### config.mk
export PLATFORM = sky130hd
export DESIGN_NAME = icache_lru_flat
export DESIGN_NICKNAME = d
export VERILOG_FILES = /design/src/rtl/icache_cfg_pkg.sv /design/src/rtl/icache_msg_pkg.sv /design/src/rtl/icache_fill_if.sv /design/src/rtl/icache_lru.sv /design/src/flat_wrapper.sv
export SDC_FILE = /design/constraint.sdc
export NUM_CORES = 1
export LEC_CHECK = 0
export ABC_AREA = 1
export BUFFER_PORTS_ARGS = -buffer_cell sky130_fd_sc_hd__clkbuf_2
export CAP_MARGIN = 20
export CORE_ASPECT_RATIO = 0.7
export CORE_UTILIZATION = 55
export DETAILED_ROUTE_END_ITERATION = 8
export HOLD_SLACK_MARGIN = 0.12
export PLACE_DENSITY = 0.78
export SYNTH_ARGS = -nofsm -noshare
export SYNTH_HDL_FRONTEND = slang
export SYNTH_SLANG_ARGS = --single-unit
export TNS_END_PERCENT = 1
### constraint.sdc
create_clock -name clk_i -period 3.6 [get_ports clk_i]
set_input_delay 0.18 -clock clk_i [delete_from_list [all_inputs] [get_ports clk_i]]
set_output_delay 0.18 -clock clk_i [all_outputs]
set_load 0.03 [all_outputs]
### src/rtl/icache_cfg_pkg.sv
/*
 * cache geometry and the address, data and way types shared by the icache RTL
 * and its testbench, referenced by scoped name
 */
package icache_cfg_pkg;

  localparam int ways_c        = 4;
  localparam int sets_c        = 64;
  localparam int paddr_width_c = 32;
  localparam int instr_width_c = 32;
  localparam int block_width_c = 128;

  // fetch address fields: tag | index | word | byte
  localparam int word_lsb_c     = 2;
  localparam int word_width_c   = 2;
  localparam int index_lsb_c    = 4;
  localparam int index_width_c  = 6;
  localparam int tag_lsb_c      = 10;
  localparam int tag_width_c    = 22;

  typedef logic [paddr_width_c-1:0] paddr_t;
  typedef logic [tag_width_c-1:0]   ptag_t;
  typedef logic [index_width_c-1:0] index_t;
  typedef logic [word_width_c-1:0]  word_sel_t;
  typedef logic [1:0]               way_t;
  typedef logic [ways_c-1:0]        way_vec_t;
  typedef logic [instr_width_c-1:0] instr_t;
  // word 0 in the low bits
  typedef logic [block_width_c-1:0] block_t;

endpackage

### src/rtl/icache_msg_pkg.sv
/*
 * miss tracker states and the per-set pseudo-LRU tree encoding
 */
package icache_msg_pkg;

  typedef enum logic [1:0] {
    e_ready,
    e_send_req,
    e_wait_fill
  } miss_state_e;

  // tree bits, each pointing at the less recently used side
  //   bit 0: half select, 0 means ways 0/1
  //   bit 1: way 0 vs way 1
  //   bit 2: way 2 vs way 3
  typedef logic [2:0] lru_bits_t;

endpackage

### src/rtl/icache_fill_if.sv
/*
 * fill write from the miss controller to the tag array, data array and LRU,
 * a single-cycle strobe with no handshake
 */
`timescale 1ns/10ps

interface icache_fill_if;

  logic                   valid;
  icache_cfg_pkg::index_t index;
  icache_cfg_pkg::way_t   way;
  icache_cfg_pkg::ptag_t  tag;
  icache_cfg_pkg::block_t data;

  modport miss_ctrl (
    output valid, index, way, tag, data
  );

  // shared by tag array, data array and LRU
  modport array (
    input valid, index, way, tag, data
  );

endinterface

### src/rtl/icache_lru.sv
/*
 * tree pseudo-LRU state per set
 * gives the replacement way for the TV index and marks hit or filled ways MRU
 */
`timescale 1ns/10ps

module icache_lru #(
  parameter int ways_p = 4,
  parameter int sets_p = 64
) (
  input  logic                      clk_i,
  input  logic                      reset_i,
  input  icache_cfg_pkg::index_t    index_i,
  input  icache_cfg_pkg::way_vec_t  valid_i,
  input  logic                      hit_v_i,
  input  icache_cfg_pkg::way_t      hit_way_i,
  output icache_cfg_pkg::way_t      victim_o,
  icache_fill_if.array              fill
);

  icache_msg_pkg::lru_bits_t lru_r [sets_p];
  icache_msg_pkg::lru_bits_t cur_bits;
  icache_msg_pkg::lru_bits_t upd_bits;
  icache_cfg_pkg::way_t      lru_way;
  icache_cfg_pkg::way_t      upd_way;
  icache_cfg_pkg::index_t    upd_index;
  logic                      upd_v;

  // follow the tree toward the older side
  assign cur_bits = lru_r[index_i];
  assign lru_way  = cur_bits[0] ? {1'b1, cur_bits[2]} : {1'b0, cur_bits[1]};

  // lowest invalid way beats the tree
  always_comb begin
    victim_o = lru_way;
    for (int w = ways_p - 1; w >= 0; w--) begin
      if (!valid_i[w]) begin
        victim_o = icache_cfg_pkg::way_t'(w);
      end
    end
  end

  // a fill takes priority over a hit update
  assign upd_v     = fill.valid | hit_v_i;
  assign upd_way   = fill.valid ? fill.way : hit_way_i;
  assign upd_index = fill.valid ? fill.index : index_i;

  // point every bit on the used way's path away from it
  always_comb begin
    upd_bits    = lru_r[upd_index];
    upd_bits[0] = ~upd_way[1];
    if (upd_way[1]) begin
      upd_bits[2] = ~upd_way[0];
    end else begin
      upd_bits[1] = ~upd_way[0];
    end
  end

  always_ff @(posedge clk_i) begin
    if (reset_i) begin
      for (int s = 0; s < sets_p; s++) begin
        lru_r[s] <= '0;
      end
    end else if (upd_v) begin
      lru_r[upd_index] <= upd_bits;
    end
  end

endmodule

### src/flat_wrapper.sv
// flat-port wrapper written by rule: the top's interface ports become plain ports
module icache_lru_flat 
#(
  parameter int ways_p = 4,
  parameter int sets_p = 64
)
  (clk_i, reset_i, index_i, valid_i, hit_v_i, hit_way_i, victim_o, fill_valid, fill_index, fill_way, fill_tag, fill_data);
  icache_fill_if fill_i ();
  input  logic clk_i;
  input  logic reset_i;
  input  icache_cfg_pkg::index_t index_i;
  input  icache_cfg_pkg::way_vec_t valid_i;
  input  logic hit_v_i;
  input  icache_cfg_pkg::way_t hit_way_i;
  output icache_cfg_pkg::way_t victim_o;
  input wire logic [$bits(fill_i.valid)-1:0] fill_valid;
  input wire logic [$bits(fill_i.index)-1:0] fill_index;
  input wire logic [$bits(fill_i.way)-1:0] fill_way;
  input wire logic [$bits(fill_i.tag)-1:0] fill_tag;
  input wire logic [$bits(fill_i.data)-1:0] fill_data;
  assign fill_i.valid = fill_valid;
  assign fill_i.index = fill_index;
  assign fill_i.way = fill_way;
  assign fill_i.tag = fill_tag;
  assign fill_i.data = fill_data;
  icache_lru #(.ways_p(ways_p), .sets_p(sets_p)) u_core (.clk_i(clk_i), .reset_i(reset_i), .index_i(index_i), .valid_i(valid_i), .hit_v_i(hit_v_i), .hit_way_i(hit_way_i), .victim_o(victim_o), .fill(fill_i));
endmodule
; ---- Word level (Yosys, flattened, before mapping)
; Memory sizes are Yosys's and may differ from the RTL's.
; Index checks and enable logic that the tools add are counted.
[totals]
register_bits = 0
ram_bits = 192
elab_cells = 26
mem_count = 1
[classes]
n_eq_ne = 2
n_mux = 17
n_bitwise = 3
n_reduce_logical = 3
[mem_list]
columns = name, words, word_bits, read_ports, rd_ports_with_merged_regs, wr, line_no
row1 = u_core.lru_r, 64, 3, 1, 0, 64, icache_lru.sv:21  ; icache_msg_pkg::lru_bits_t lru_r [sets_p];
[op_table]
columns = op, count
row1 = $mux 2, 6
row2 = $mux 6, 2
row3 = $mux 1, 7
row4 = $mux 3, 2
row5 = $reduce_and 2->1, 2
row6 = $reduce_or 3->1, 1
row7 = $ne 1x1->1 const B, 2
row8 = $not 1->1, 2
row9 = $or 1x1->1, 1

; ---- Logic depth before layout (Yosys ltp)
[depth]
ltp_word = 7
depth_mapped = 17
mapped_depth_nobuf = 15

; ---- Least setup slack after synthesis
; Ideal clock, no wire load.
[synth_timing]
path_kind = input-to-output
startpoint = input index_i[0]
endpoint = output victim_o[0]
arrival_time_ns = 1.898
required_time_ns = 3.420
path_slack_ns = 1.522
stages = 15
cell_sequence = buf_2 buf_6 clkbuf_1 nand2_1 nand3_1 nand3_1 nand2_1 nand2_1 nand3_1 nand2_1 nand2_1 nand3_1 nand3_1 nand2_1 a21oi_1
[synth_via]
elab_chain_cells = 6
[synth_lines]
columns = element, line_no
row1 = "start, declared", flat_wrapper.sv:11  ; input icache_cfg_pkg::index_t index_i;
row2 = $mem_v2 64x3, -
row3 = $mux 2, icache_lru.sv:31  ; assign lru_way = cur_bits[0] ? {1'b1, cur_bits[2]} : {1'b0, cur_bits[1]};
row4 = $mux 2 (4 in series), icache_lru.sv:37  ; if (!valid_i[w]) begin
row5 = "end, declared", flat_wrapper.sv:15  ; output icache_cfg_pkg::way_t victim_o;
; No other way between the ends.

; ---- Worst setup path after layout
; Ends and elaborated chain as after synthesis.

==> results.py <==
metrics = {
    "min_path": {
        "hold_class": "in -> reg",
    },
    "floorplanning": {
        "dieHeight_um": 119,
        "ioPinCount": 176,
        "dieArea_um2": 20200,
        "core_area_um2": 19100,
        "rows": 42,
        "die_w_um": 170,
        "initial_core_util_pct": 56.7,
    },
    "sta": {
        "hold_viol": 0,
        "max_freq_ghz": 0.379,
        "finalSetupViolCount": 0,
        "fin_setup_tns_ps": 0,
        "min_period_ps": 2640,
        "rsz0062_at_grt": "false",
        "slew_headroom_pct": 28.1,
        "worstMarginPinSlew_ps": 1070,
        "finalWorstSetupSlack_ps": 959,
        "drv_slew": 0,
        "post-route-period-util_pct": 73.4,
    },
    "yosys": {
        "syn_area_um2": 10800,
        "synth-seq-area-share_pct": 53.3,
        "netlist_instances": 1349,
        "synth-seq-cells": 192,
        "syn_area_per_cell_um2": 8.02,
        "synth_nets": 1523,
        "ys_warn_count": 0,
        "ys_types": 29,
    },
    "global_route": {
        "grt_pass1_wl_um": 44600,
        "antenna_found_initial": 0,
        "grt_pass1_vias": 8719,
        "grt_max_degree": 101,
        "grt_usage_pct": 29.1,
        "overflow": 0,
    },
    "setup_path": {
        "cp_slowest_stage_delay_ps": 440,
        "crit_required_ps": 3420,
        "crit_fanout": 62,
        "start_kind": "primary input",
        "path_class": "in -> out",
        "arrival_ps": 2460,
        "cpMostUsedCell": "nand2_1",
        "crit_path_end_kind": "primary output",
        "cp_cell_sequence": "buf_4 -> inv_2 -> buf_12 -> nand2_1 -> nand3_1 -> nand3_1 -> nand2_1 -> nand2_1 -> nand2_1 -> nand2_1 -> nand2_1 -> nand2_1 -> nand3_1 -> nand3_1 -> nand2_1 -> a21oi_1 -> clkbuf_2",
        "crit_path_top_delay_cell": "buf_4",
    },
    "cells_and_area": {
        "final_nets": 1485,
        "fill_cells": 1670,
        "multi_input_area_um2": 4330,
        "largest_reg_flops": 192,
        "largest_registers": "u_core.lru_r x192",
        "final_util_pct": 61.1,
        "synthToLayoutAreaGrowth_pct": 7.81,
        "final-seq-area_um2": 5770,
        "num_antenna_cells": 0,
        "drive_gt1_share_pct": 9.37,
        "regMostFlops": "u_core.lru_r",
    },
    "placement": {
        "place.gp.congestion": 0.929,
        "dp_hpwl_um": 17000,
        "preCtsSetupSlack_ps": 841,
        "port-buffer-count": 25,
    },
    "routing": {
        "firstDrtPassIters": 6,
        "via_per_inst": 5.80,
        "num_vias": 9216,
        "post_drt_wl_per_cell_um": 17.6,
        "ant_nets": 0,
        "drc": 0,
        "routed_wl_um": 28000,
        "drtIter0Drc": 1348,
    },
    "status": {
        "outcome": "complete, no violations",
    },
    "clocking": {
        "cts_resized": 0,
        "cts_tree": "done",
        "h-tree-depth": 4,
        "post_cts_buffers": 0,
        "clkTransAtPathRegs_ps": 70,
        "clock_sinks": 192,
        "cts_hold_buf": 0,
        "cts_inserted_buffers": 17,
        "clockBufferDepth": 2,
        "cts_root_buffer": "clkbuf_16",
    },
    "pwr": {
        "p_leak_uw": 0.00465,
        "ir_drop_uv": 299,
        "power_density_nw_per_um2": 453,
    },
    "job": {
        "cap_viol_max_count": 0,
    },
}
## cell usage after synthesis
master     count  share of area [%]
or2_1          4               0.23
buf_6          4               0.42
inv_6          1              0.081
o21ai_1        3               0.14
nor3_1        48                2.2
o21ai_0       62                2.9
or2_0          1              0.058
nand3_1      199                9.2
nor2_8         1               0.19
o21ai_2        3               0.24
o21ai_4        2               0.30
a21oi_1        1              0.046
clkbuf_1      71                2.5
inv_4          2               0.12
inv_1         56                1.9
buf_1          6               0.21
buf_4          8               0.56
nor2_2        13               0.75
inv_2          7               0.24
nand2_2        2               0.12
nand2_1      485                 17
nor3_4         4               0.60
nor2_4         6               0.62
edfxtp_1     192                 53
o2111ai_1      1              0.081
buf_2         16               0.74
clkinv_1       1              0.035
nor3_2         3               0.28
nor2_1       147                5.1
## report_power, final
part | switching (uW) | internal, uW
clock | 860 | 1160
sequential | 31.8 | 2570
combinational | 494 | 164
total | 1390 | 3900
## metal layers
metal / vias up / share of wire (%) / GRT usage, %
li1: 4364 / - / -
met1: 4296 / 42 / 41.3
met2: 510 / 44 / 43.8
met3: 46 / 12 / 6.85
met4: 0 / 2.0 / 10.1
met5: - / 0 / 0
## final cells by class
class                   instances  share of cell area, %
flip-flops and latches        192                   49.4
clock buffers                  18                   3.68
well taps                     264                   2.83
clock inverters                14                   1.62
multi-input cells             985                   37.1
repair buffers                 48                   3.00
inverters                      67                   2.26
## placed cells by master (no fill, tap or decap), types with 6 or more instances in the layout
master	synthesis	final
nor2_1	147	146
edfxtp_1	192	192
nor2_4	6	6
buf_4	8	20
nor3_1	48	48
nand3_1	199	199
nand2_1	485	484
clkbuf_16	0	17
clkbuf_2	0	24
inv_1	56	55
inv_2	7	7
nor2_2	13	14
o21ai_0	62	62
## worst paths after layout
check               startpoint                           endpoint  cells after the start
setup / recovery    index_i[0]                        victim_o[0]                     17
hold / removal    hit_way_i[1]  u_core.lru_r[54][0]$_SDFFCE_PN0P_                      4
## logic make-up after synthesis
| family | count (synthesis) | synth area share [%] |
|---|---|---|
| AND/OR/NAND/NOR | 913 | 36.2 |
| AO/OA/AOI/OAI | 72 | 3.68 |
| flip-flops | 192 | 53.3 |
| buffers and inverters | 172 | 6.80 |
## worst max-delay path: cells and delay by family
family,cells,cell delay (ps)
AO/OA/AOI/OAI,1,120
buffers and inverters,4,970
AND/OR/NAND/NOR,12,1090
## metrics by stage
| stage | power (uW) | std cells | hold WS (ps) | cell area, um2 |
|---|---|---|---|---|
| 2_1_floorplan | 3100 | 1349 | 510 | 10800 |
| 3_3_place_gp | 3280 | 1556 | 673 | 11000 |
| 3_5_place_dp | 3300 | 1556 | 679 | 11000 |
| 4_1_cts | 5270 | 1588 | 279 | 11700 |
| 5_1_grt | 5440 | 1588 | 311 | 11700 |
| 6_report | 5290 | 1588 | 303 | 11700 |
(Power assumes the default switching activity.)
