File: config.mk
export PLATFORM = sky130hd
export DESIGN_NAME = icache_miss_ctrl_flat
export DESIGN_NICKNAME = d
export VERILOG_FILES = /design/src/rtl/icache_cfg_pkg.sv /design/src/rtl/icache_msg_pkg.sv /design/src/rtl/icache_fill_if.sv /design/src/rtl/icache_miss_ctrl.sv /design/src/flat_wrapper.sv
export SDC_FILE = /design/constraint.sdc
export NUM_CORES = 1
export LEC_CHECK = 0
export CORE_AREA = 2 2 139 141
export DETAILED_ROUTE_END_ITERATION = 6
export DIE_AREA = 0 0 141 143
export DONT_BUFFER_PORTS = 1
export PLACE_DENSITY = 0.3
export SLEW_MARGIN = 20
export SYNTH_ARGS = -nofsm -noshare
export SYNTH_HDL_FRONTEND = slang
export SYNTH_SLANG_ARGS = --single-unit
File: constraint.sdc
create_clock -name clk_i -period 4.1 [get_ports clk_i]
set_input_delay 0.205 -clock clk_i [delete_from_list [all_inputs] [get_ports clk_i]]
set_output_delay 0.205 -clock clk_i [all_outputs]
set_load 0.01 [all_outputs]
File: src/rtl/icache_cfg_pkg.sv
/*
 * cache geometry and the address, data and way types shared by the icache RTL
 * and its testbench, referenced by scoped name
 */
package icache_cfg_pkg;

  localparam int ways_c        = 4;
  localparam int sets_c        = 64;
  localparam int paddr_width_c = 32;
  localparam int instr_width_c = 32;
  localparam int block_width_c = 128;

  // fetch address fields: tag | index | word | byte
  localparam int word_lsb_c     = 2;
  localparam int word_width_c   = 2;
  localparam int index_lsb_c    = 4;
  localparam int index_width_c  = 6;
  localparam int tag_lsb_c      = 10;
  localparam int tag_width_c    = 22;

  typedef logic [paddr_width_c-1:0] paddr_t;
  typedef logic [tag_width_c-1:0]   ptag_t;
  typedef logic [index_width_c-1:0] index_t;
  typedef logic [word_width_c-1:0]  word_sel_t;
  typedef logic [1:0]               way_t;
  typedef logic [ways_c-1:0]        way_vec_t;
  typedef logic [instr_width_c-1:0] instr_t;
  // word 0 in the low bits
  typedef logic [block_width_c-1:0] block_t;

endpackage

File: src/rtl/icache_msg_pkg.sv
/*
 * miss tracker states and the per-set pseudo-LRU tree encoding
 */
package icache_msg_pkg;

  typedef enum logic [1:0] {
    e_ready,
    e_send_req,
    e_wait_fill
  } miss_state_e;

  // tree bits, each pointing at the less recently used side
  //   bit 0: half select, 0 means ways 0/1
  //   bit 1: way 0 vs way 1
  //   bit 2: way 2 vs way 3
  typedef logic [2:0] lru_bits_t;

endpackage

File: src/rtl/icache_fill_if.sv
/*
 * fill write from the miss controller to the tag array, data array and LRU,
 * a single-cycle strobe with no handshake
 */
`timescale 1ns/10ps

interface icache_fill_if;

  logic                   valid;
  icache_cfg_pkg::index_t index;
  icache_cfg_pkg::way_t   way;
  icache_cfg_pkg::ptag_t  tag;
  icache_cfg_pkg::block_t data;

  modport miss_ctrl (
    output valid, index, way, tag, data
  );

  // shared by tag array, data array and LRU
  modport array (
    input valid, index, way, tag, data
  );

endinterface

File: src/rtl/icache_miss_ctrl.sv
/*
 * miss tracker that latches the missing address and victim, issues one block request
 * and then accepts the single fill beat and writes it into the arrays
 */
`timescale 1ns/10ps

module icache_miss_ctrl (
  input  logic                    clk_i,
  input  logic                    reset_i,
  input  logic                    miss_i,
  input  icache_cfg_pkg::paddr_t  miss_addr_i,
  input  icache_cfg_pkg::way_t    victim_i,
  output logic                    stall_o,
  output logic                    miss_req_v_o,
  output icache_cfg_pkg::paddr_t  miss_req_addr_o,
  output icache_cfg_pkg::way_t    miss_req_way_o,
  input  logic                    miss_req_ready_i,
  input  logic                    fill_v_i,
  input  icache_cfg_pkg::block_t  fill_data_i,
  output logic                    fill_ready_o,
  icache_fill_if.miss_ctrl        fill
);

  icache_msg_pkg::miss_state_e state_r;
  icache_cfg_pkg::paddr_t      addr_r;
  icache_cfg_pkg::way_t        way_r;

  always_ff @(posedge clk_i) begin
    if (reset_i) begin
      state_r <= icache_msg_pkg::e_ready;
    end else begin
      case (state_r)
        icache_msg_pkg::e_ready: begin
          if (miss_i) begin
            state_r <= icache_msg_pkg::e_send_req;
          end
        end
        icache_msg_pkg::e_send_req: begin
          if (miss_req_ready_i) begin
            state_r <= icache_msg_pkg::e_wait_fill;
          end
        end
        icache_msg_pkg::e_wait_fill: begin
          if (fill_v_i) begin
            state_r <= icache_msg_pkg::e_ready;
          end
        end
        default: state_r <= icache_msg_pkg::e_ready;
      endcase
    end
  end

  // request fields captured in the miss cycle and held until the fill
  always_ff @(posedge clk_i) begin
    if (state_r == icache_msg_pkg::e_ready && miss_i) begin
      addr_r <= miss_addr_i;
      way_r  <= victim_i;
    end
  end

  // miss_i stalls fetch in the miss cycle itself
  assign stall_o = (state_r != icache_msg_pkg::e_ready) | miss_i;

  assign miss_req_v_o    = (state_r == icache_msg_pkg::e_send_req);
  assign miss_req_addr_o = {addr_r[icache_cfg_pkg::paddr_width_c-1:icache_cfg_pkg::index_lsb_c],
                            {icache_cfg_pkg::index_lsb_c{1'b0}}};
  assign miss_req_way_o  = way_r;
  assign fill_ready_o    = (state_r == icache_msg_pkg::e_wait_fill);

  assign fill.valid = fill_v_i & fill_ready_o;
  assign fill.index = addr_r[icache_cfg_pkg::index_lsb_c +: icache_cfg_pkg::index_width_c];
  assign fill.way   = way_r;
  assign fill.tag   = addr_r[icache_cfg_pkg::tag_lsb_c +: icache_cfg_pkg::tag_width_c];
  assign fill.data  = fill_data_i;

endmodule

File: src/flat_wrapper.sv
// flat-port wrapper written by rule: the top's interface ports become plain ports
module icache_miss_ctrl_flat 
  (clk_i, reset_i, miss_i, miss_addr_i, victim_i, stall_o, miss_req_v_o, miss_req_addr_o, miss_req_way_o, miss_req_ready_i, fill_v_i, fill_data_i, fill_ready_o, fill_valid, fill_index, fill_way, fill_tag, fill_data);
  icache_fill_if fill_i ();
  input  logic clk_i;
  input  logic reset_i;
  input  logic miss_i;
  input  icache_cfg_pkg::paddr_t miss_addr_i;
  input  icache_cfg_pkg::way_t victim_i;
  output logic stall_o;
  output logic miss_req_v_o;
  output icache_cfg_pkg::paddr_t miss_req_addr_o;
  output icache_cfg_pkg::way_t miss_req_way_o;
  input  logic miss_req_ready_i;
  input  logic fill_v_i;
  input  icache_cfg_pkg::block_t fill_data_i;
  output logic fill_ready_o;
  output wire logic [$bits(fill_i.valid)-1:0] fill_valid;
  output wire logic [$bits(fill_i.index)-1:0] fill_index;
  output wire logic [$bits(fill_i.way)-1:0] fill_way;
  output wire logic [$bits(fill_i.tag)-1:0] fill_tag;
  output wire logic [$bits(fill_i.data)-1:0] fill_data;
  assign fill_valid = fill_i.valid;
  assign fill_index = fill_i.index;
  assign fill_way = fill_i.way;
  assign fill_tag = fill_i.tag;
  assign fill_data = fill_i.data;
  icache_miss_ctrl u_core (.clk_i(clk_i), .reset_i(reset_i), .miss_i(miss_i), .miss_addr_i(miss_addr_i), .victim_i(victim_i), .stall_o(stall_o), .miss_req_v_o(miss_req_v_o), .miss_req_addr_o(miss_req_addr_o), .miss_req_way_o(miss_req_way_o), .miss_req_ready_i(miss_req_ready_i), .fill_v_i(fill_v_i), .fill_data_i(fill_data_i), .fill_ready_o(fill_ready_o), .fill(fill_i));
endmodule
## After elaboration in Yosys (flattened, before gate mapping)

Cells that the tools add are included.
W data, S select, Z words.

- Equality and inequality tests: 5
- Multiplexer cells: 4
- Bitwise gates (word level): 2
- Reduce and logical (&&, ||, !) cells: 4

Operators with widths:

| kind | number |
|---|---|
| $mux W2 | 3 |
| $pmux W2 S3 | 1 |
| $ne A2 B2 Y1 const B | 2 |
| $reduce_and A3 Y1 | 1 |
| $eq A2 B1 Y1 const B | 1 |
| $eq A2 B2 Y1 const B | 1 |
| $logic_not A2 Y1 | 1 |
| $ne A2 B1 Y1 const B | 1 |
| $reduce_bool A2 Y1 | 1 |
| $and A1 B1 Y1 | 1 |
| $logic_and A1 B1 Y1 | 1 |
| $or A1 B1 Y1 | 1 |

- Flip-flop bits (word level): 36
- Input port bits: 167
- Output and inout port bits: 196

## Depth between registers and ports, before layout

Gate-level depths: netlist (run 1).

- Word-level depth: 3
- Mapped depth: 2
- Depth with buffers taken out: 2

## Least setup slack after synthesis (run 1)

No wires, ideal clock.

- Path type: flip-flop to flip-flop
- Start: register u_core.state_r[0]
- End: register u_core.addr_r[10], enable pin
- Library setup time: 0.461 ns
- Arrival time: 2.612 ns
- Required time: 3.639 ns
- Setup slack: 1.027 ns
- Cell stages (with the launch flop): 2
- Path buffers: 0
- Path through: dfxtp_1 -> nor3b_1

- Cells in the longest elaborated chain, start to end: 2

Ends and longest elaborated chain:

| what | RTL line | text |
|---|---|---|
| start, declared | icache_miss_ctrl.sv:24 | `icache_msg_pkg::miss_state_e state_r;` |
| start signal, assigned | icache_miss_ctrl.sv:30 | `state_r <= icache_msg_pkg::e_ready;` |
| start signal, assigned | icache_miss_ctrl.sv:35 | `state_r <= icache_msg_pkg::e_send_req;` |
| start signal, assigned | icache_miss_ctrl.sv:40 | `state_r <= icache_msg_pkg::e_wait_fill;` |
| $logic_not A2 Y1 | icache_miss_ctrl.sv:55 | `if (state_r == icache_msg_pkg::e_ready && miss_i) begin` |
| $logic_and A1 B1 Y1 | icache_miss_ctrl.sv:55 |  |
| end signal, assigned | icache_miss_ctrl.sv:56 | `addr_r <= miss_addr_i;` |
| end, declared | icache_miss_ctrl.sv:25 | `icache_cfg_pkg::paddr_t addr_r;` |

No other way between the ends.
A chain may end at the register's enable or synchronous reset.

## Worst setup path in the final report (run 1)

- Start: register u_core.state_r[0]
- End: register u_core.addr_r[30], enable pin

Same word-level chain as after synthesis.

==> results.md, run 1 <==
* Hold path cells at 0
* Endpoints failing hold at 0
* R2R depth at 2
* Post-synthesis sequential area ratio at 0.422
* Synth unique cells at 14
* CTS Sinks at 32
* Area share of the largest cell type after synthesis at 0.545
* Worst Tran Pin Value at 0.705 ns
* Final setup viols at 0
* Pwr/cell area at 582 mW/mm2
* Total Routing Usage GR at 0.0597
* CP Cell Sequence: nor3b_4, buf_4
* Routed length per placed instance at 22.7 um
* Core box area at 0.0186 mm2
* Max-capacitance violation count at 0
* Element type at the critical path start: flip-flop
* Half-perimeter wire length after placement at just under 6 mm
* Final Total Pwr at about 890 uW
* Critical Path Source: u_core.state_r[0]$_SDFFE_PP0P_
* Synth Flop Type: edfxtp_1
* Die footprint at 0.0202 mm2
* Minimum clock period at 1.73 ns
* Root Buffer: clkbuf_16
* CTS clk-pin slew, worst paths at 0.06 ns
* EDFF count, synth at 30
* H-tree depth at 2
* Final Non-Filler Cells at 290
* Critical path arrival at 1.69 ns
* Area Overhead vs Synth at -31.9%
* Max IR drop VDD at 0.000160 V
* Postcts setup bufs at 0
* Crit Path Max Fanout at 18
* Final core occ at 0.0818
* Hold Crit Class: input port to flip-flop
* Initial antenna violation count at 0
* Via count at between 600 and 700
* Critical path class: flip-flop to flip-flop
* Mapped Area at 0.00223 mm2
* #FFs+latches synth at 32
* PortBufs at 0
* Synthesized area per cell at between 10 and 15 um2
* Top-count cell post-synth: buf_4
* 1st-iter DRT viols at 16
* Layout Nets at about 220
* Num ports at 363
* Clock buffer depth at 2
* HP Start: victim_i[0]
* First-pass GRT wire length at ~7.6 mm
* Number of diodes at 0
* Largest net degree at the start of global routing at 19
* Synth top area cells: buf_4 55%, edfxtp_1 40%, dfxtp_1 1.8%
* Total negative slack at 0 ns
* Layout cells sized above 1 at 0.179
* Largest area contributor in the netlist: buf_4
* DR pass1 iterations at 3
* Slowest stage delay, CP at 0.63 ns
* P_leak at 0.000434 uW
* Worst r2r src: u_core.state_r[0]$_SDFFE_PP0P_
* Crit share post-route at 0.423
* Slew Limit Fails at 0
* Die X at about 140 um
* Drt drc at 0
* Final ANT Viol Nets at 0
* CTS tree: built
* RePlAce Congestion at 0.631
* Synth warnings at 0
* Clock Latency Late Sink at ~0.28 ns
* Number of buffers created by CTS at 5
* Vias in the first global route at 747
* Most instantiated cells after synthesis: 162 x buf_4, 30 x edfxtp_1, 2 x dfxtp_1
* Crit end category: flip-flop
* Worst path required time at approximately 4 ns
* Asr flop ratio synth at 0
* Row count at 50
* Starting Density at 0.120
* Peak Freq at 577 MHz
* Critical path's slowest cell: nor3b_4
* Rel. slew slack at 0.529
* Inst Count DP at 281
* Die height at 143 um
* Routed WL at approximately 6.6 mm
* Status: completed
* Grt ovf at 0
* Vias per Instance at 2.31
* Max Clock Skew at 0.00552 ns
* Cells after synthesis at between 200 and 250
* Setup repair after global routing missed its margin: false
-- path summary, 6_finish.rpt --
kind	end	slack (ns)
worst min-delay path	u_core.fill.way[0]$_DFFE_PP_	0.02
worst max register to register	u_core.addr_r[30]$_DFFE_PP_	2.37
worst max-delay path	u_core.addr_r[30]$_DFFE_PP_	2.37
worst min register to register	u_core.state_r[0]$_SDFFE_PP0P_	0.58
-- cell usage in the layout (no fill, tap or decap) --
cell type and n:
edfxtp_1 30, clkbuf_16 5, conb_1 4, dfxtp_1 2, nor2b_1 1, or3_1 1
nor2b_2 1, and2_1 1, nor3b_4 1, nor2_1 1, a2111oi_1 1, nand3b_1 1
or3b_1 1, a21oi_1 1, clkinv_1 1, bufinv_16 1, clkbuf_8 1, dlygate4sd3_1 1
buf_4 1
-- cells by family after synthesis --
group | after synthesis | synth area share
compound gates | 2 | 0.00673
flops | 32 | 0.422
buf+inv | 162 | 0.545
other cells | 1 | 0.00168
simple gates | 8 | 0.0247
-- registers in the layout, summed over array words and instances, names as in the netlist --
| name | flops |
|---|---|
| u_core.addr_r | 28 |
| u_core.fill.way | 2 |
| u_core.state_r | 2 |
-- layout make-up --
type                       instances  area, um2
timing repair buffer               2       17.5
sequential                        32        941
clock buffer                       6        139
tap                              234        293
multi-input combinational         14       96.3
fill                            2103      17100
clock inverter                     2       33.8
-- routing by layer --
layer,GRT usage,vias to the layer above,routed length (um)
met5,0.0125,-,34
met4,0.0411,2,335
met3,0.0788,36,1850
met2,0.105,179,3420
met1,0.0229,268,925
li1,-,186,-
-- stage by stage --
stage	instance area [um2]	hold WS (ns)	setup WS, ns
after floorplan	2240	0.274	1.03
after global placement	1330	0.277	2.00
after detailed placement	1330	0.280	2.04
after CTS	1510	0.00853	2.00
after global routing	1520	0.00355	2.21
final	1520	0.0195	2.37
-- repair_timing --
action | 4_1_cts | 5_1_grt
hold endpoints to repair | 2 | 0
hold buffers | 1 | 0
gates resized for setup | 0 | 0
-- power breakdown --
group          switching, uW  internal (uW)  total (uW)
clock network            137            301         438
registers               38.0            387         425
logic                   16.6           5.81        22.4
-- worst max-delay path: cells and delay by family, from the launching register on --
| family | cells | cell delay, ns |
|---|---|---|
| buffers and inverters | 1 | 0.39 |
| DFF | 1 | 0.39 |
| and+or+nand+nor | 1 | 0.63 |
No activity file was read; power rests on OpenSTA's default activity.
==> run 2: changes to the inputs <==
ABC_AREA = 1   (was not set)
clock period = 1.55 ns   (was 4.1 ns; I/O delays follow)
==> run 2 against run 1 <==
  * Fmax rose by 33%
  * Die area did not move
  * Critical path depth rose by 2
  * Critical endpoint is now u_core.state_r[1]$_SDFFE_PP0P_
  * Highest routed layer is now met4
  * Sequential power rose to 2.6 times the previous value
  * Wire length fell by 44%
  * Utilization rose by 1.6 points
  * Clock skew fell by 0.0040 ns
  * Area after synthesis rose by 0.11%
  * Largest power group is now sequential cells
  * Final cell count rose by 14%
  * Synthesized cell count rose by 2.9%
  * Sequential share of layout area fell by 10 points
  * Clock power rose by 110%
==> results.md, run 2 <==
* Critical Path Source: u_core.state_r[0]$_SDFFE_PP0P_
* Setup repair after global routing missed its margin: false
* Critical path arrival at ~1.5 ns
* Element type at the critical path start: flip-flop
* Final setup viols at 0
* Crit share post-route at 0.843
* Post-CTS resize count at 0
* Minimum clock period at about 1.3 ns
* FILL cells at 2108
* HP Start: fill_data_i[10]
* Clock buffer depth at 2
* #FFs+latches synth at 32
* Layout cells sized above 1 at 0.0737
* Grt ovf at 0
* Max IR drop VDD at 0.000362 V
* Total negative slack at 0 ns
* Post-synthesis sequential area ratio at 0.421
* Hold-fix buffers, CTS at 34
* Max-capacitance violation count at 0
* P_leak at 0.000579 uW
* Max Clock Skew at 0.00152 ns
* Root Buffer: clkbuf_16
* First-pass GRT wire length at 4.91 mm
* Synthesized area per cell at 10.6 um2
* RePlAce Congestion at 0.577
* EDFF count, synth at 30
* Area share of the largest cell type after synthesis at 0.545
* Starting Density at 0.120
* Crit end category: flip-flop
* Routed WL at 3.71 mm
* Most instantiated cells after synthesis: 162 x buf_4, 30 x edfxtp_1, 5 x inv_1
* Initial antenna violation count at 1
* Die footprint at roughly 0.020 mm2
* Slew Limit Fails at 0
* Critical path class: flip-flop to flip-flop
* Post-Place Cell Area at 0.00134 mm2
* DR pass1 iterations at 4
* Worst path required time at 1.71 ns
* Layout Nets at 261
* Routed length per placed instance at 11.2 um
* Hold Crit Class: input port to output port
* Top-count cell post-synth: buf_4
* Via count at ~770
* Core box area at 0.0186 mm2
* Crit Path Max Fanout at 6
* Peak Freq at 765 MHz
* Synth Flop Type: edfxtp_1
* Synth unique cells at 12
* Vias per Instance at 2.33
* Drt drc at 0
* Asr flop ratio synth at 0
* Area Overhead vs Synth at -18.5%
* Number of buffers created by CTS at 5
* CTS tree: built
* Num ports at 363
* Final ANT Viol Nets at 0
* PortBufs at 0
* Largest area contributor in the netlist: buf_4
* Status: completed
* 1st-iter DRT viols at 27
* Largest Register: u_core.addr_r
* Row count at 50
* Commonest cells after routing, fill and taps aside: 34 x dlygate4sd3_1, 30 x edfxtp_1, 5 x inv_1, 5 x clkbuf_16, 4 x conb_1
* Worst r2r src: u_core.state_r[0]$_SDFFE_PP0P_
* CTS clk-pin slew, worst paths at 0.05 ns
* Mapped Area at 0.00223 mm2
* Final Instance Area at 0.00182 mm2
* Pwr/cell area at between 1000 and 1500 mW/mm2
* Cells after synthesis at 211
* Commonest non-fill, non-tap cell in the layout: dlygate4sd3_1
* Clock Latency Late Sink at 0.27 ns
* Synth top area cells: buf_4 54%, edfxtp_1 40%, dfxtp_1 1.8%
* Die height at about 140 um
* Total Routing Usage GR at 0.0352
* Postcts setup bufs at 0
* CTS Sinks at 32
* Die X at 141 um
* Synth warnings at 0
* Max reg flops at 28
* Endpoints failing hold at 0
* H-tree depth at 2
* Largest net degree at the start of global routing at 31
* Vias in the first global route at 847
run 2: report_power, final:
group / internal (uW) / switching, uW / leakage, uW
logic: 72.8 / 60.2 / 0.000209
clock network: 590 / 338 / 0.0000656
registers: 1020 / 97.4 / 0.000304
total: 1690 / 496 / 0.000579
run 2: cells by family after synthesis:
kind of cell,synth area share
buf+inv,0.553
flops,0.421
simple gates,0.0196
compound gates,0.00448
other cells,0.00168
run 2: area by class of cell:
type	instances	area, um2	share of cell area
Sequential cell	32	941	0.517
Timing Repair Buffer	35	360	0.198
Tap cell	234	293	0.161
Clock buffer	7	133	0.0729
Multi-Input combinational cell	15	68.8	0.0378
Inverter	5	18.8	0.0103
Clock inverter	1	3.75	0.00206
Antenna cell	1	2.50	0.00137
run 2: path summary, 6_finish.rpt:
check / endpoint / slack [ns] / cells past startpoint
worst min-delay path: fill_data[10] / 0.16 / 0
worst max-delay path: u_core.state_r[1]$_SDFFE_PP0P_ / 0.24 / 4
worst min register to register: u_core.addr_r[22]$_DFFE_PP_ / 0.94 / 4
worst max register to register: u_core.state_r[1]$_SDFFE_PP0P_ / 0.24 / 4
run 2: routing by layer:
metal	vias up	GRT usage	wire length [um]
li1	267	-	-
met1	312	0.0251	1100
met2	138	0.0478	1600
met3	52	0.0369	692
met4	0	0.0405	310
met5	-	0	0
run 2: through the flow:
step	util	worst slack, ns	power [uW]	std cells	hold WS [ns]
global placement	0.0722	0.393	1210	287	0.149
detailed placement	0.0722	0.352	1210	287	0.150
global route	0.0980	0.158	2310	330	0.155
finish	0.0980	0.243	2180	330	0.155
floorplan	-	0.0682	1580	214	0.147
CTS	0.0978	0.252	2270	329	0.155
run 2: critical path, cell delays in order, from the launching register on:
cell	delay, ns
dfxtp_1	0.43
inv_1	0.09
nand3_1	0.07
a21oi_1	0.06
dlygate4sd3_1	0.55
