## config.mk

```make
export PLATFORM = sky130hd
export DESIGN_NAME = icache_pipe
export DESIGN_NICKNAME = d
export VERILOG_FILES = /design/src/rtl/icache_cfg_pkg.sv /design/src/rtl/icache_pipe.sv
export SDC_FILE = /design/constraint.sdc
export NUM_CORES = 1
export LEC_CHECK = 0
export BUFFER_PORTS_ARGS = -buffer_cell sky130_fd_sc_hd__buf_2
export CAP_MARGIN = 0
export CORE_AREA = 2 2 287 289
export DETAILED_ROUTE_END_ITERATION = 10
export DIE_AREA = 0 0 289 291
export PLACE_DENSITY = 0.32
export SLEW_MARGIN = 15
export SYNTH_ARGS = -nofsm -noshare
export SYNTH_HDL_FRONTEND = slang
export SYNTH_SLANG_ARGS = --single-unit
```

## constraint.sdc

```tcl
create_clock -name clk_i -period 7.5 [get_ports clk_i]
set_input_delay 0 -clock clk_i [delete_from_list [all_inputs] [get_ports clk_i]]
set_output_delay 0 -clock clk_i [all_outputs]
set_load 0.005 [all_outputs]
```

## src/rtl/icache_cfg_pkg.sv

```systemverilog
/*
 * cache geometry and the address, data and way types shared by the icache RTL
 * and its testbench, referenced by scoped name
 */
package icache_cfg_pkg;

  localparam int ways_c        = 4;
  localparam int sets_c        = 64;
  localparam int paddr_width_c = 32;
  localparam int instr_width_c = 32;
  localparam int block_width_c = 128;

  // fetch address fields: tag | index | word | byte
  localparam int word_lsb_c     = 2;
  localparam int word_width_c   = 2;
  localparam int index_lsb_c    = 4;
  localparam int index_width_c  = 6;
  localparam int tag_lsb_c      = 10;
  localparam int tag_width_c    = 22;

  typedef logic [paddr_width_c-1:0] paddr_t;
  typedef logic [tag_width_c-1:0]   ptag_t;
  typedef logic [index_width_c-1:0] index_t;
  typedef logic [word_width_c-1:0]  word_sel_t;
  typedef logic [1:0]               way_t;
  typedef logic [ways_c-1:0]        way_vec_t;
  typedef logic [instr_width_c-1:0] instr_t;
  // word 0 in the low bits
  typedef logic [block_width_c-1:0] block_t;

endpackage

```

## src/rtl/icache_pipe.sv

```systemverilog
/*
 * two-stage lookup pipeline: TL holds the accepted fetch while the arrays are read,
 * the tag compare and word select are registered into TV, which drives the response
 */
`timescale 1ns/10ps

module icache_pipe #(
  parameter int ways_p = 4
) (
  input  logic                                 clk_i,
  input  logic                                 reset_i,
  input  logic                                 fetch_v_i,
  input  icache_cfg_pkg::paddr_t               fetch_addr_i,
  output logic                                 fetch_ready_o,
  output logic                                 rd_v_o,
  output icache_cfg_pkg::index_t               rd_index_o,
  input  icache_cfg_pkg::ptag_t [ways_p-1:0]   tags_i,
  input  icache_cfg_pkg::way_vec_t             valid_i,
  input  icache_cfg_pkg::block_t [ways_p-1:0]  blocks_i,
  output logic                                 data_v_o,
  output icache_cfg_pkg::instr_t               data_o,
  output logic                                 miss_o,
  output icache_cfg_pkg::paddr_t               miss_addr_o,
  output icache_cfg_pkg::index_t               tv_index_o,
  output logic                                 hit_v_o,
  output icache_cfg_pkg::way_t                 hit_way_o,
  output icache_cfg_pkg::way_vec_t             tv_valid_o,
  input  logic                                 stall_i
);

  logic                     v_tl_r;
  icache_cfg_pkg::paddr_t   addr_tl_r;
  logic                     tl_live;
  logic                     hit_tl;
  icache_cfg_pkg::way_t     hit_way_tl;
  icache_cfg_pkg::word_sel_t word_sel_tl;
  icache_cfg_pkg::block_t   hit_block;
  icache_cfg_pkg::instr_t   hit_instr;

  logic                     data_v_r;
  logic                     miss_r;
  icache_cfg_pkg::paddr_t   addr_tv_r;
  icache_cfg_pkg::instr_t   data_r;
  icache_cfg_pkg::way_t     hit_way_r;
  icache_cfg_pkg::way_vec_t valid_tv_r;

  assign fetch_ready_o = ~stall_i;
  assign rd_v_o        = fetch_v_i & ~stall_i;
  assign rd_index_o    = fetch_addr_i[icache_cfg_pkg::index_lsb_c +: icache_cfg_pkg::index_width_c];

  // a miss in TV squashes the younger TL entry
  assign tl_live = v_tl_r & ~miss_r;

  always_comb begin
    hit_tl     = 1'b0;
    hit_way_tl = '0;
    for (int w = 0; w < ways_p; w++) begin
      if (valid_i[w] &&
          tags_i[w] == addr_tl_r[icache_cfg_pkg::tag_lsb_c +: icache_cfg_pkg::tag_width_c]) begin
        hit_tl     = 1'b1;
        hit_way_tl = icache_cfg_pkg::way_t'(w);
      end
    end
  end

  assign word_sel_tl = addr_tl_r[icache_cfg_pkg::word_lsb_c +: icache_cfg_pkg::word_width_c];
  assign hit_block   = blocks_i[hit_way_tl];
  assign hit_instr   = hit_block[{word_sel_tl, 5'd0} +: icache_cfg_pkg::instr_width_c];

  always_ff @(posedge clk_i) begin
    if (reset_i) begin
      v_tl_r   <= 1'b0;
      data_v_r <= 1'b0;
      miss_r   <= 1'b0;
    end else begin
      v_tl_r   <= rd_v_o;
      data_v_r <= tl_live & hit_tl;
      miss_r   <= tl_live & ~hit_tl;
    end
  end

  always_ff @(posedge clk_i) begin
    if (rd_v_o) begin
      addr_tl_r <= fetch_addr_i;
    end
    if (tl_live) begin
      addr_tv_r  <= addr_tl_r;
      data_r     <= hit_instr;
      hit_way_r  <= hit_way_tl;
      valid_tv_r <= valid_i;
    end
  end

  assign data_v_o    = data_v_r;
  assign data_o      = data_r;
  assign miss_o      = miss_r;
  assign miss_addr_o = addr_tv_r;
  assign tv_index_o  = addr_tv_r[icache_cfg_pkg::index_lsb_c +: icache_cfg_pkg::index_width_c];
  assign hit_v_o     = data_v_r;
  assign hit_way_o   = hit_way_r;
  assign tv_valid_o  = valid_tv_r;

endmodule

```

# Word-level counts from Yosys, hierarchy flattened

Cells that the tools add are included.

Register bits: 105
Output and inout port bits: 87
Word-level logic and storage cells: 34

Order comparisons: 1
Equality and inequality tests: 4
Shifts and indexed selects: 1
Muxes and demuxes: 9
Bitwise gates (word level): 7
Reduce and logical (&&, ||, !) cells: 4

Operator list:

| kind                 | count |
|---|---|
| $bmux W128 S2        | 1 |
| $mux W128            | 1 |
| $shiftx A128 B8 Y32  | 1 |
| $eq A22 B22 Y1       | 4 |
| $mux W1              | 5 |
| $and A1 B1 Y1        | 4 |
| $logic_and A1 B1 Y1  | 4 |
| $mux W2              | 2 |
| $lt A2 B3 Y1 const B | 1 |
| $not A1 Y1           | 3 |

# Longest topological paths before layout

Gate-level depths: netlist of run 1.

Depth in word-level cells: 8
Gate-level depth with buffers: 11
Mapped depth without buffers: 7

# Least setup slack after synthesis of run 1

OpenSTA, ideal clock, no wires.

Path type: reg2reg
Start: register miss_r (netlist: miss_o)
End: register miss_r (netlist: miss_o)
Setup time: 0.078 ns
Arrival: 3.912 ns
Data required time: 7.422 ns
Slack: 3.510 ns
Cell stages (with the launch flop): 3
Buffers on the path: 0
Period minus slack after synthesis: 3.990 ns
Cells stage by stage: dfxtp_1 -> nor2b_1 -> and3b_1

Longest elaborated chain between the ends: 3

RTL lines:

| what                   | line              | source |
|---|---|---|
| start, declared        | icache_pipe.sv:41 | `logic miss_r;` |
| start signal, assigned | icache_pipe.sv:78 | `miss_r <= tl_live & ~hit_tl;` |
| $not A1 Y1             | icache_pipe.sv:52 | `assign tl_live = v_tl_r & ~miss_r;` |
| $and A1 B1 Y1          | icache_pipe.sv:52 |  |
| named net tl_live      | icache_pipe.sv:33 | `logic tl_live;` |
| $and A1 B1 Y1          | icache_pipe.sv:78 |  |

The timed path passes the listed nets, and every way through them passes these cells.
A chain may end at the register's enable or synchronous reset.

# Worst setup path in the final report of run 1

Start: register addr_tl_r[25]
End: register data_r[3] (netlist: data_o[3]) (data pin)

Longest elaborated chain between the ends: 8
Elaborated cells between the ends (all ways): 12
Classes of those cells: 3 x eq/ne; 1 x shift; 5 x mux; 3 x reduce/logical

RTL lines:

| what                              | line              | source |
|---|---|---|
| start, declared                   | icache_pipe.sv:32 | `icache_cfg_pkg::paddr_t addr_tl_r;` |
| start signal, assigned            | icache_pipe.sv:84 | `addr_tl_r <= fetch_addr_i;` |
| $eq A22 B22 Y1                    | icache_pipe.sv:59 | `tags_i[w] == addr_tl_r[icache_cfg_pkg::tag_lsb_c +: icache_cfg_pkg::tag_width_c]) begin` |
| $logic_and A1 B1 Y1               | icache_pipe.sv:58 | `if (valid_i[w] &&` |
| $mux W1                           | icache_pipe.sv:58 |  |
| $mux W2                           | icache_pipe.sv:58 |  |
| $mux W2 *                         | icache_pipe.sv:58 |  |
| $bmux W128 S2 *                   | icache_pipe.sv:67 | `assign hit_block = blocks_i[hit_way_tl];` |
| $mux W128 (implied by the code) * | icache_pipe.sv:67 |  |
| $shiftx A128 B8 Y32 *             | icache_pipe.sv:68 | `assign hit_instr = hit_block[{word_sel_tl, 5'd0} +: icache_cfg_pkg::instr_width_c];` |
| named net hit_instr[3]            | icache_pipe.sv:38 | `icache_cfg_pkg::instr_t hit_instr;` |
| end signal, assigned              | icache_pipe.sv:88 | `data_r <= hit_instr;` |
| end, declared                     | icache_pipe.sv:43 | `icache_cfg_pkg::instr_t data_r;` |

The timed path passes the listed nets; every way through them passes the cells marked *. The select of a mux whose other input is x is not followed.

==> metrics.txt, run 1 <==
H-tree depth reported by CTS 3; maxcap violations 0; Hold/Removal Path Class input port to flip-flop; Clk Latency, worst-skew pair ~400 ps; fin util between 15 and 20%; actual slew at the worst max-slew pin roughly 1200 ps; Syn Std Cell Area 0.00905 mm²; cts repair resizes 0; Synth warnings 0; period utilization 62.8%; post-route ant nets 0; post-DP HPWL between 50000 and 60000 µm; CP Capture Type flip-flop; WP data required between 7000 and 8000 ps; setup_tns 0 ps; initial core utilization 11.1%; DR WL/cell between 20 and 30 µm; Core ar. about 0.081 mm²; dominant synthesized flop cell edfxtp_1; die width between 200 and 300 µm; number of setup violations in the final report 0; Slew HR 21.7%; CP max-delay cell o31ai_1; Final Hold Vio Count 0; Area Overhead vs Synth 58.6%; Via density around 4.2; final net count 2345; maximum VDD drop just under 0.09 mV; Post-Route WL approximately 74000 µm; average size of a mapped cell 8.69 µm²; grt total ovfl 0; Synth top area share around 34%; I/O Buffers 726; power per cell area about 120 mW/mm²; first-pass GRT wire length roughly 99000 µm; RD Place Congestion 0.898; Final Worst Setup Slack 2790 ps; initial antenna violation count 41; CP Data Arrival Time 4960 ps; vias in the first global route approximately 12000; DIE HEIGHT roughly 290 µm; deepest clock path buffer count 2; Tot GR Track Use ~17%; root buffer cell clkbuf_16; Tot Pwr about 1.7 mW; synth cell count leaders 130 x nor2_1, 128 x a211oi_1, 128 x a21boi_0, 128 x a21oi_1, 128 x o31ai_1; Slew Viols, Final 0; Synth Instances ~1000; layout cells sized above 1 a little under half; die area 0.0841 mm²; clk sinks roughly 110; DRC 0; Clock Skews about 25 ps; async set or reset register ratio after synthesis 0%; DR pass1 iterations 5; Num CTS Buffers 9; worst path cell trace xnor2_1 > nand3_1 > nor4_1 > and2_4 > buf_4 > a211oi_1 > o31ai_1 > and4_1; EDFF count, synth between 100 and 150; P_leak 6.16 nW; worst slack, placed approximately 2800 ps; min Tclk post-route about 4700 ps; Fmax between 200 and 250 MHz; post-synth net total 1682; most common cell in the netlist nor2_1; I/O pins around 730; max incr delay on CP between 900 and 1000 ps; Max FO, Critical Path 59; RSZ-0062 raised after global routing no; sequential cell area fraction in the yosys report 34.5%; vias around 12000; outcome completed; drt initial violations 528; CP Class flip-flop to flip-flop; CTS tree built; Critical Path Start Type flip-flop; pin count of the biggest net entering global routing about 150; synthesized flop and latch total roughly 110; top cells by area, synth edfxtp_1 34%, a211oi_1 11%, a21boi_0 11%; Synth area leader edfxtp_1; Clock Pin Slew Worst Setup and Hold Paths between 100 and 150 ps; Site Rows around 110; Synth cell types 29
## critical path: cells and delay by family (launching register included)
family / cells / cell delay (ps)
buffers and inverters: 1 / 730
AO/OA/AOI/OAI: 2 / 1100
XOR/XNOR: 1 / 350
AND/OR/NAND/NOR: 4 / 1780
flip-flops: 1 / 510
## registers in the layout, indices dropped and copies added, names as in the netlist
name	count
data_v_o	1
addr_tl_r	32
tv_valid_o	4
miss_o	1
miss_addr_o	32
data_o	32
hit_way_o	2
v_tl_r	1
## worst paths after layout
path / from / to / slack, ps / depth (start not counted)
hold / removal: blocks_i[494] / data_o[14] / 60 / 4
hold reg to reg: addr_tl_r[7] / miss_addr_o[7] / 430 / 0
setup reg to reg: addr_tl_r[25] / data_o[3] / 2790 / 8
setup / recovery: addr_tl_r[25] / data_o[3] / 2790 / 8
## placed cells by master (no fill, tap or decap), types with 7 or more instances in the layout
cell	instances
a21boi_0	128
a21oi_1	128
a211oi_1	128
xor2_1	23
nand4_1	16
edfxtp_1	102
buf_2	726
clkbuf_16	9
o31ai_1	128
buf_4	15
xnor2_1	65
dlygate4sd3_1	37
nor2_1	129
nor4_1	7
and4_1	32
## power by group
part,internal (mW),switching [mW]
logic,0.238,0.233
registers,0.677,0.0263
clock network,0.234,0.298
## stage by stage
stage | hold WS, ps | instance area [µm²] | cells
global route | 49.9 | 14300 | 2781
global placement | 178 | 13700 | 2727
floorplan | 26.5 | 9050 | 1042
detailed placement | 178 | 13700 | 2727
finish | 59.8 | 14400 | 2786
CTS | 23.6 | 14300 | 2780
## routing by layer
metal | vias to the layer above | routed length (µm) | global-route usage, %
li1 | 5350 | - | -
met1 | 5559 | 29500 | 19.7
met2 | 624 | 37200 | 30.7
met3 | 105 | 6170 | 4.73
met4 | 40 | 1290 | 3.12
met5 | - | 251 | 0
## layout make-up
| type | instances | area [µm²] |
|---|---|---|
| Fill cell | 9352 | 66800 |
| Multi-Input combinational cell | 806 | 5390 |
| Tap cell | 1070 | 1340 |
| Clock inverter | 7 | 62.6 |
| Sequential cell | 105 | 3120 |
| Timing Repair Buffer | 782 | 4200 |
| Clock buffer | 9 | 225 |
| Antenna cell | 6 | 15.0 |
| Inverter | 1 | 3.75 |
## logic make-up (layout without fill, tap and decap cells)
kind of cell | count (synthesis) | after routing | share of synthesized area, %
AOI/OAI and AO/OA | 514 | 514 | 39.1
xor gates and xnor gates | 88 | 88 | 8.52
buffers and inverters | 131 | 799 | 6.51
DFF | 105 | 105 | 34.5
other | 0 | 6 | 0
and+or+nand+nor | 204 | 204 | 11.4
## repair_timing
action | 4_1_cts | 5_1_grt
hold endpoints to repair | 39 | 0
hold buffers | 37 | 0
buffers inserted | 0 | 0
(Power assumes the default switching activity.)
==> inputs of run 2 (changes only) <==
- ABC_AREA: default -> 1
- CORE_AREA: 2 2 287 289 -> 2 2 280 282
- DIE_AREA: 0 0 289 291 -> 0 0 282 284
- PLACE_DENSITY: 0.32 -> 0.39
- clock period: 7.5 -> 4.7 ns (I/O delays scaled with it)
==> run 2 against run 1 <==
  * Critical path depth increased by 2
  * Cell count increased by 42%
  * Routed wire length increased by 20%
  * Non-clock buffer count increased by 15
  * Sequential cell count unchanged
  * Clock power increased by 68%
  * Global-route usage increased by 4.6 points
  * Synthesized cell count increased by 120%
  * Sequential power increased by 59%
==> metrics.txt, run 2 <==
maxcap violations 0 (unchanged); Site Rows 102 (-2.9%); DR WL/cell 22.6 µm (-15%); fillcell total 9137 (-2.3%); EDFF count, synth 102 (unchanged); pin count of the biggest net entering global routing 78 (-47%); DIE HEIGHT 284 µm (-2.4%); average size of a mapped cell 5.73 µm² (-34%); Tot GR Track Use 21.5% (+4.6 points); Fmax 266 MHz (+25%); Sw Share 35.7% (+3.1 points); commonest non-fill, non-tap cell in the layout buf_2; fin util 23.5% (+5.8 points); Clock Pin Slew Worst Setup and Hold Paths 90 ps (-20 ps); Synth Instances 2253 (+120%); worst reg2reg path startpoint addr_tl_r[20]; P_leak 10.2 nW (+66%); flop2flop setup slack 940 ps (-1850 ps); internal power 1.92 mW (+67%); vias in the first global route 16500 (+35%); worst r2r path cells 10 (+2); actual slew at the worst max-slew pin 903 ps (-262 ps); setup_tns 0 ps (unchanged); post-route ant nets 0 (unchanged); power per cell area 165 mW/mm² (+39%); die area 0.0801 mm² (-4.8%); maximum VDD drop 0.185 mV (+110%); outcome completed; number of setup violations in the final report 0 (unchanged); first-pass GRT wire length 121000 µm (+22%); H-tree depth reported by CTS 3 (unchanged); Comb pwr share 32.7% (+5.1 points); RD Place Congestion 0.905 (+0.77%); Post-Route WL 89500 µm (+20%); DR pass1 iterations 6 (+1); sequential cell area fraction in the yosys report 24.2% (-10 points); worst setup path end data_o[15]; post-synth net total 2893 (+72%); vias 16600 (+42%); commonest non-fill, non-tap cells in the layout 726 x buf_2, 620 x nand2_1, 531 x inv_1, 428 x nand3_1, 102 x edfxtp_1; period utilization 80.0% (+17 points); synth cell count leaders 624 x nand2_1, 531 x inv_1, 428 x nand3_1; I/O Buffers 726 (unchanged); RSZ-0062 raised after global routing no; Max FO, Critical Path 64 (+8.5%); I/O pins 727 (unchanged); Final Hold Vio Count 0 (unchanged); Syn Std Cell Area 0.0129 mm² (+43%); Num CTS Buffers 9 (unchanged); Seq pwr share 37.3% (-3.9 points); initial core utilization 16.8% (+5.6 points); Synth cell types 33 (+14%); Synth top area share 23.7% (-10 points); layout cells sized above 1 27.7% (-18 points); grt total ovfl 0 (unchanged); async set or reset register ratio after synthesis 0% (unchanged); top cells by area, synth edfxtp_1 24%, nand2_1 18%, nand3_1 17%; Synth area leader edfxtp_1; DRC 0 (unchanged); Synth warnings 0 (unchanged); dominant synthesized flop cell edfxtp_1; final net count 3546 (+51%); Slew Viols, Final 0 (unchanged); Via density 4.19 (about the same); R2R Path End data_o[15]; root buffer cell clkbuf_16; crit path launch addr_tl_r[20]; CP Class flip-flop to flip-flop; cts repair resizes 0 (unchanged); post-DP HPWL 73700 µm (+24%); most common cell in the netlist nand2_1; clk sinks 105 (unchanged); drt initial violations 1035 (+96%); CP Data Arrival Time 4010 ps (-950 ps); CP Capture Type flip-flop; Clock Skews 14.0 ps (-11.4 ps); Hold/Removal Path Class input port to flip-flop; Clk Latency, worst-skew pair 400 ps (about the same); CTS tree built; min Tclk post-route 3760 ps (-953 ps); WP data required 4960 ps (-2790 ps); deepest clock path buffer count 2 (unchanged); Critical Path Start Type flip-flop; Area Overhead vs Synth 39.8%; initial antenna violation count 29 (-29%); synthesized flop and latch total 105 (unchanged); Slew HR 39.8% (+18 points); clock power share 29.9% (-1.3 points); die width 282 µm (-2.4%); switching pwr 1.07 mW (+92%); Core ar. 0.0770 mm² (-5.2%)
## run 2: cell count changes after synthesis, sizes merged, moves of 127 or more
cell / before / now
nand2: 2 / 627
nand3: 3 / 428
a21boi: 128 / 1
o31ai: 128 / 0
inv: 1 / 546
a211oi: 128 / 0
## run 2: what timing repair did
action,CTS,global route
hold buffers,39,0
setup buffers,0,0
hold endpoints to repair,44,0
## run 2: worst min-delay path by stage
| stage | start | end | slack [ps] | cells after the start |
|---|---|---|---|---|
| 6_report | fetch_v_i | addr_tl_r[9] | 40 | 3 |
| 3_3_place_gp | fetch_addr_i[27] | addr_tl_r[27] | 180 | 1 |
| 5_1_grt | fetch_v_i | addr_tl_r[0] | 50 | 3 |
| 2_1_floorplan | stall_i | fetch_ready_o | 30 | 1 |
| 4_1_cts | fetch_v_i | addr_tl_r[6] | 10 | 3 |
| 3_5_place_dp | fetch_addr_i[31] | addr_tl_r[31] | 180 | 1 |
## run 2: cells by family after synthesis
| group | count (synthesis) | synth area share, % |
|---|---|---|
| compound gates | 86 | 3.46 |
| xor+xnor | 27 | 1.83 |
| simple gates | 1310 | 47.0 |
| flops | 105 | 24.2 |
| buf+inv | 725 | 23.6 |
## run 2: power by group through the flow
| stage | logic (mW) | clock network (mW) | registers [mW] |
|---|---|---|---|
| after floorplan | 0.403 | 0 | 1.13 |
| after global placement | 0.971 | 0 | 1.14 |
| after detailed placement | 0.960 | 0 | 1.14 |
| final | 0.978 | 0.894 | 1.12 |
| after CTS | 0.991 | 0.934 | 1.12 |
| after global routing | 1.08 | 0.953 | 1.12 |
## run 2: layout make-up
type                            instances  area [µm²]  area share, %
Antenna cell                           13        32.5          0.180
Clock buffer                            9         225           1.25
Clock inverter                          7        87.6          0.485
Inverter                              570        2140           11.9
Multi-Input combinational cell       1423        6840           37.9
Sequential cell                       105        3120           17.3
Tap cell                             1040        1300           7.21
Timing Repair Buffer                  797        4300           23.8
## run 2: through the flow
stage	worst slack [ps]	hold WS, ps	std cells	power (mW)	area [µm²]
global placement	848	177	3896	2.11	17300
CTS	888	10.2	3951	3.04	18000
floorplan	821	26.5	2253	1.53	12900
global route	747	51.5	3959	3.15	18000
finish	941	35.7	3964	2.99	18100
detailed placement	918	179	3896	2.10	17300
## run 2: worst max-delay path, cell delays in order (launching register included)
cell and delay, ps:
edfxtp_1 510, xnor2_1 440, nand3b_1 130, nor3_1 540
nand2_8 330, nand2_4 160, buf_4 650, nand3_1 170
nand3_1 130, nand3_1 300, nand2_1 140
## run 2: per-layer routing
layer	vias to the layer above	share of wire, %	routed length [µm]	track usage [%]
li1	8268	-	-	-
met1	7611	42	37800	26.6
met2	626	48	43300	37.2
met3	84	7.0	6290	4.49
met4	22	2.3	2030	5.96
met5	-	0.16	139	0
==> inputs of run 3 (changes only) <==
- ABC_AREA: 1 -> 0
- CORE_AREA: 2 2 280 282 -> 2 2 286 288
- DIE_AREA: 0 0 282 284 -> 0 0 288 290
- PLACE_DENSITY: 0.39 -> 0.33
- clock period: 4.7 -> 3.1 ns (I/O delays scaled with it)
==> run 3 against run 2 <==
  * Via count fell by 26%
  * Non-clock buffer count increased by 124
  * Register-to-register slack lost 910 ps
  * Hold slack better by 26 ps
  * Critical path type unchanged
==> metrics.txt, run 3 (synthesized netlist as in run 1, its figures left out) <==
CP Class flip-flop to flip-flop; area occupied by multi-input gates 0.00557 mm² (-19%); Comb pwr share 29.7% (-3.0 points); placed cells 2810 (-28%); min Tclk post-route 3070 ps (-689 ps); Critical Path Start Type flip-flop; WP data required 3340 ps (-1620 ps); filler-free cell count of the finished design 2913 (-27%); fin util 19.9% (-3.6 points); vias 12300 (-26%); Design Area, Final 0.0160 mm² (-12%); Hold/Removal Path Class input port to flip-flop; WP buf/inv 4 (+3); Via density 4.22 (+0.61%); worst reg2reg path startpoint addr_tl_r[27]; drt initial violations 645 (-38%); DIE HEIGHT 290 µm (+2.1%); crit path launch addr_tl_r[27]; Max FO, Critical Path 42 (-34%); die area 0.0835 mm² (+4.3%); Seq pwr share 40.1% (+2.8 points); clk sinks 105 (unchanged); cell family with most CP delay simple AND/OR/NAND/NOR gates; Final Hold Vio Count 0 (unchanged); post-DP HPWL 58600 µm (-20%); vias in the first global route 12900 (-22%); maximum VDD drop 0.206 mV (+11%); I/O Buffers 726 (unchanged); grt total ovfl 0 (unchanged); register area 0.00312 mm² (unchanged); worst setup path end data_o[18]; Clock Pin Slew Worst Setup and Hold Paths 100 ps (about the same); Area Overhead vs Synth 76.2%; RD Place Congestion 0.888 (-1.8%); worst r2r path cells 11 (+1); Core ar. 0.0802 mm² (+4.2%); H-tree depth reported by CTS 3 (unchanged); Tot GR Track Use 16.3% (-5.2 points); post-route ant nets 0 (unchanged); layout cells sized above 1 50.8% (+23 points); final net count 2484 (-30%); pin count of the biggest net entering global routing 71 (-9.0%); Num CTS Buffers 9 (unchanged); fillcell total 9144 (+0.077%); internal power 2.85 mW (+49%); Fmax 326 MHz (+22%); worst path cell trace buf_4 > xnor2_1 > nand4_1 > nor4_2 > buf_4 > and2_4 > buf_12 > buf_4 > a211oi_1 > o31ai_2 > and4_1; DRC 0 (unchanged); first-pass GRT wire length 96300 µm (-20%); actual slew at the worst max-slew pin 990 ps (+86.7 ps); maxcap violations 0 (unchanged); DR pass1 iterations 4 (-2); Placed Area 0.0145 mm² (-16%); Clock Skews 20.9 ps (+6.87 ps); clock power share 30.2% (+0.3 points); flop2flop setup slack 30 ps (-910 ps); hold wc startpoint blocks_i[483]; Site Rows 104 (+2.0%); CP Data Arrival Time 3310 ps (-700 ps); R2R Path End data_o[18]; initial antenna violation count 26 (-10%); RSZ-0062 raised after global routing yes; number of cells on the critical path 11 (+1); setup_tns 0 ps (unchanged); Slew HR 33.9% (-5.9 points); commonest non-fill, non-tap cells in the layout 726 x buf_2, 129 x nor2_1, 127 x a21oi_1, 126 x a21boi_0, 124 x a211oi_1; hold_ws 61.8 ps (+26.1 ps); number of setup violations in the final report 0 (unchanged); Post-Route WL 74800 µm (-16%); Sw Share 32.2% (-3.6 points); power per cell area 264 mW/mm² (+59%); deepest clock path buffer count 2 (unchanged); CP Capture Type flip-flop; Clk Latency, worst-skew pair 390 ps (about the same); outcome completed; CP max-delay cell edfxtp_1; most frequent cell on the critical path buf_4; DR WL/cell 25.7 µm (+14%); Slew Viols, Final 0 (unchanged); commonest non-fill, non-tap cell in the layout buf_2; period utilization 99.0% (+19 points); I/O pins 727 (unchanged); switching pwr 1.35 mW (+27%); die width 288 µm (+2.1%); CTS tree built; root buffer cell clkbuf_16; initial core utilization 11.3% (-5.5 points); max incr delay on CP 520 ps (-130 ps); P_leak 6.99 nW (-32%)
run 3: what timing repair did:
| item | in CTS | in global routing |
|---|---|---|
| resized for setup | 19 | 29 |
| hold buffers | 37 | 0 |
| hold endpoints to repair | 39 | 0 |
| endpoints found under the setup margin | 31 | 25 |
| setup buffers | 8 | 28 |
| pin swaps | 3 | 20 |
| cloned | 1 | 10 |
run 3: worst min-delay path by stage:
| stage | endpoint | cells past startpoint | slack, ps |
|---|---|---|---|
| after floorplan | fetch_ready_o | 1 | 30 |
| after global placement | addr_tl_r[15] | 1 | 180 |
| after detailed placement | addr_tl_r[23] | 1 | 180 |
| after CTS | data_o[3] | 4 | 30 |
| after global routing | data_o[3] | 4 | 60 |
| final | data_o[3] | 4 | 60 |
run 3: power groups by stage:
stage	sequential [mW]	combinational [mW]	clock, mW
after CTS	1.69	1.24	1.36
after detailed placement	1.73	1.17	0
after floorplan	1.71	0.398	0
final	1.69	1.25	1.27
after global placement	1.73	1.18	0
after global routing	1.69	1.34	1.39
run 3: routing by layer:
layer  share of wire (%)  global-route usage (%)
met1                  39                    18.6
met2                  50                    29.7
met3                 8.5                    4.53
met4                 2.0                    3.51
met5                0.19                       0
run 3: through the flow:
step	power, mW	worst slack (ps)
CTS	4.29	-56.5
global placement	2.91	-458
finish	4.21	30.6
global route	4.42	-19.1
detailed placement	2.89	-434
floorplan	2.11	495
run 3: cell type report:
cell class | instances | area share (%)
timing repair buffer | 921 | 35.2
multi-input combinational | 806 | 34.9
sequential | 105 | 19.6
tap | 1060 | 8.32
clock buffer | 9 | 1.41
clock inverter | 7 | 0.447
antenna | 4 | 0.0628
inverter | 1 | 0.0235
run 3: tightest hold or removal path, delay by kind of cell:
kind | cells | cell delay [ps]
and+or+nand+nor | 1 | 170
AOI/OAI and AO/OA | 2 | 110
buffers and inverters | 1 | 70
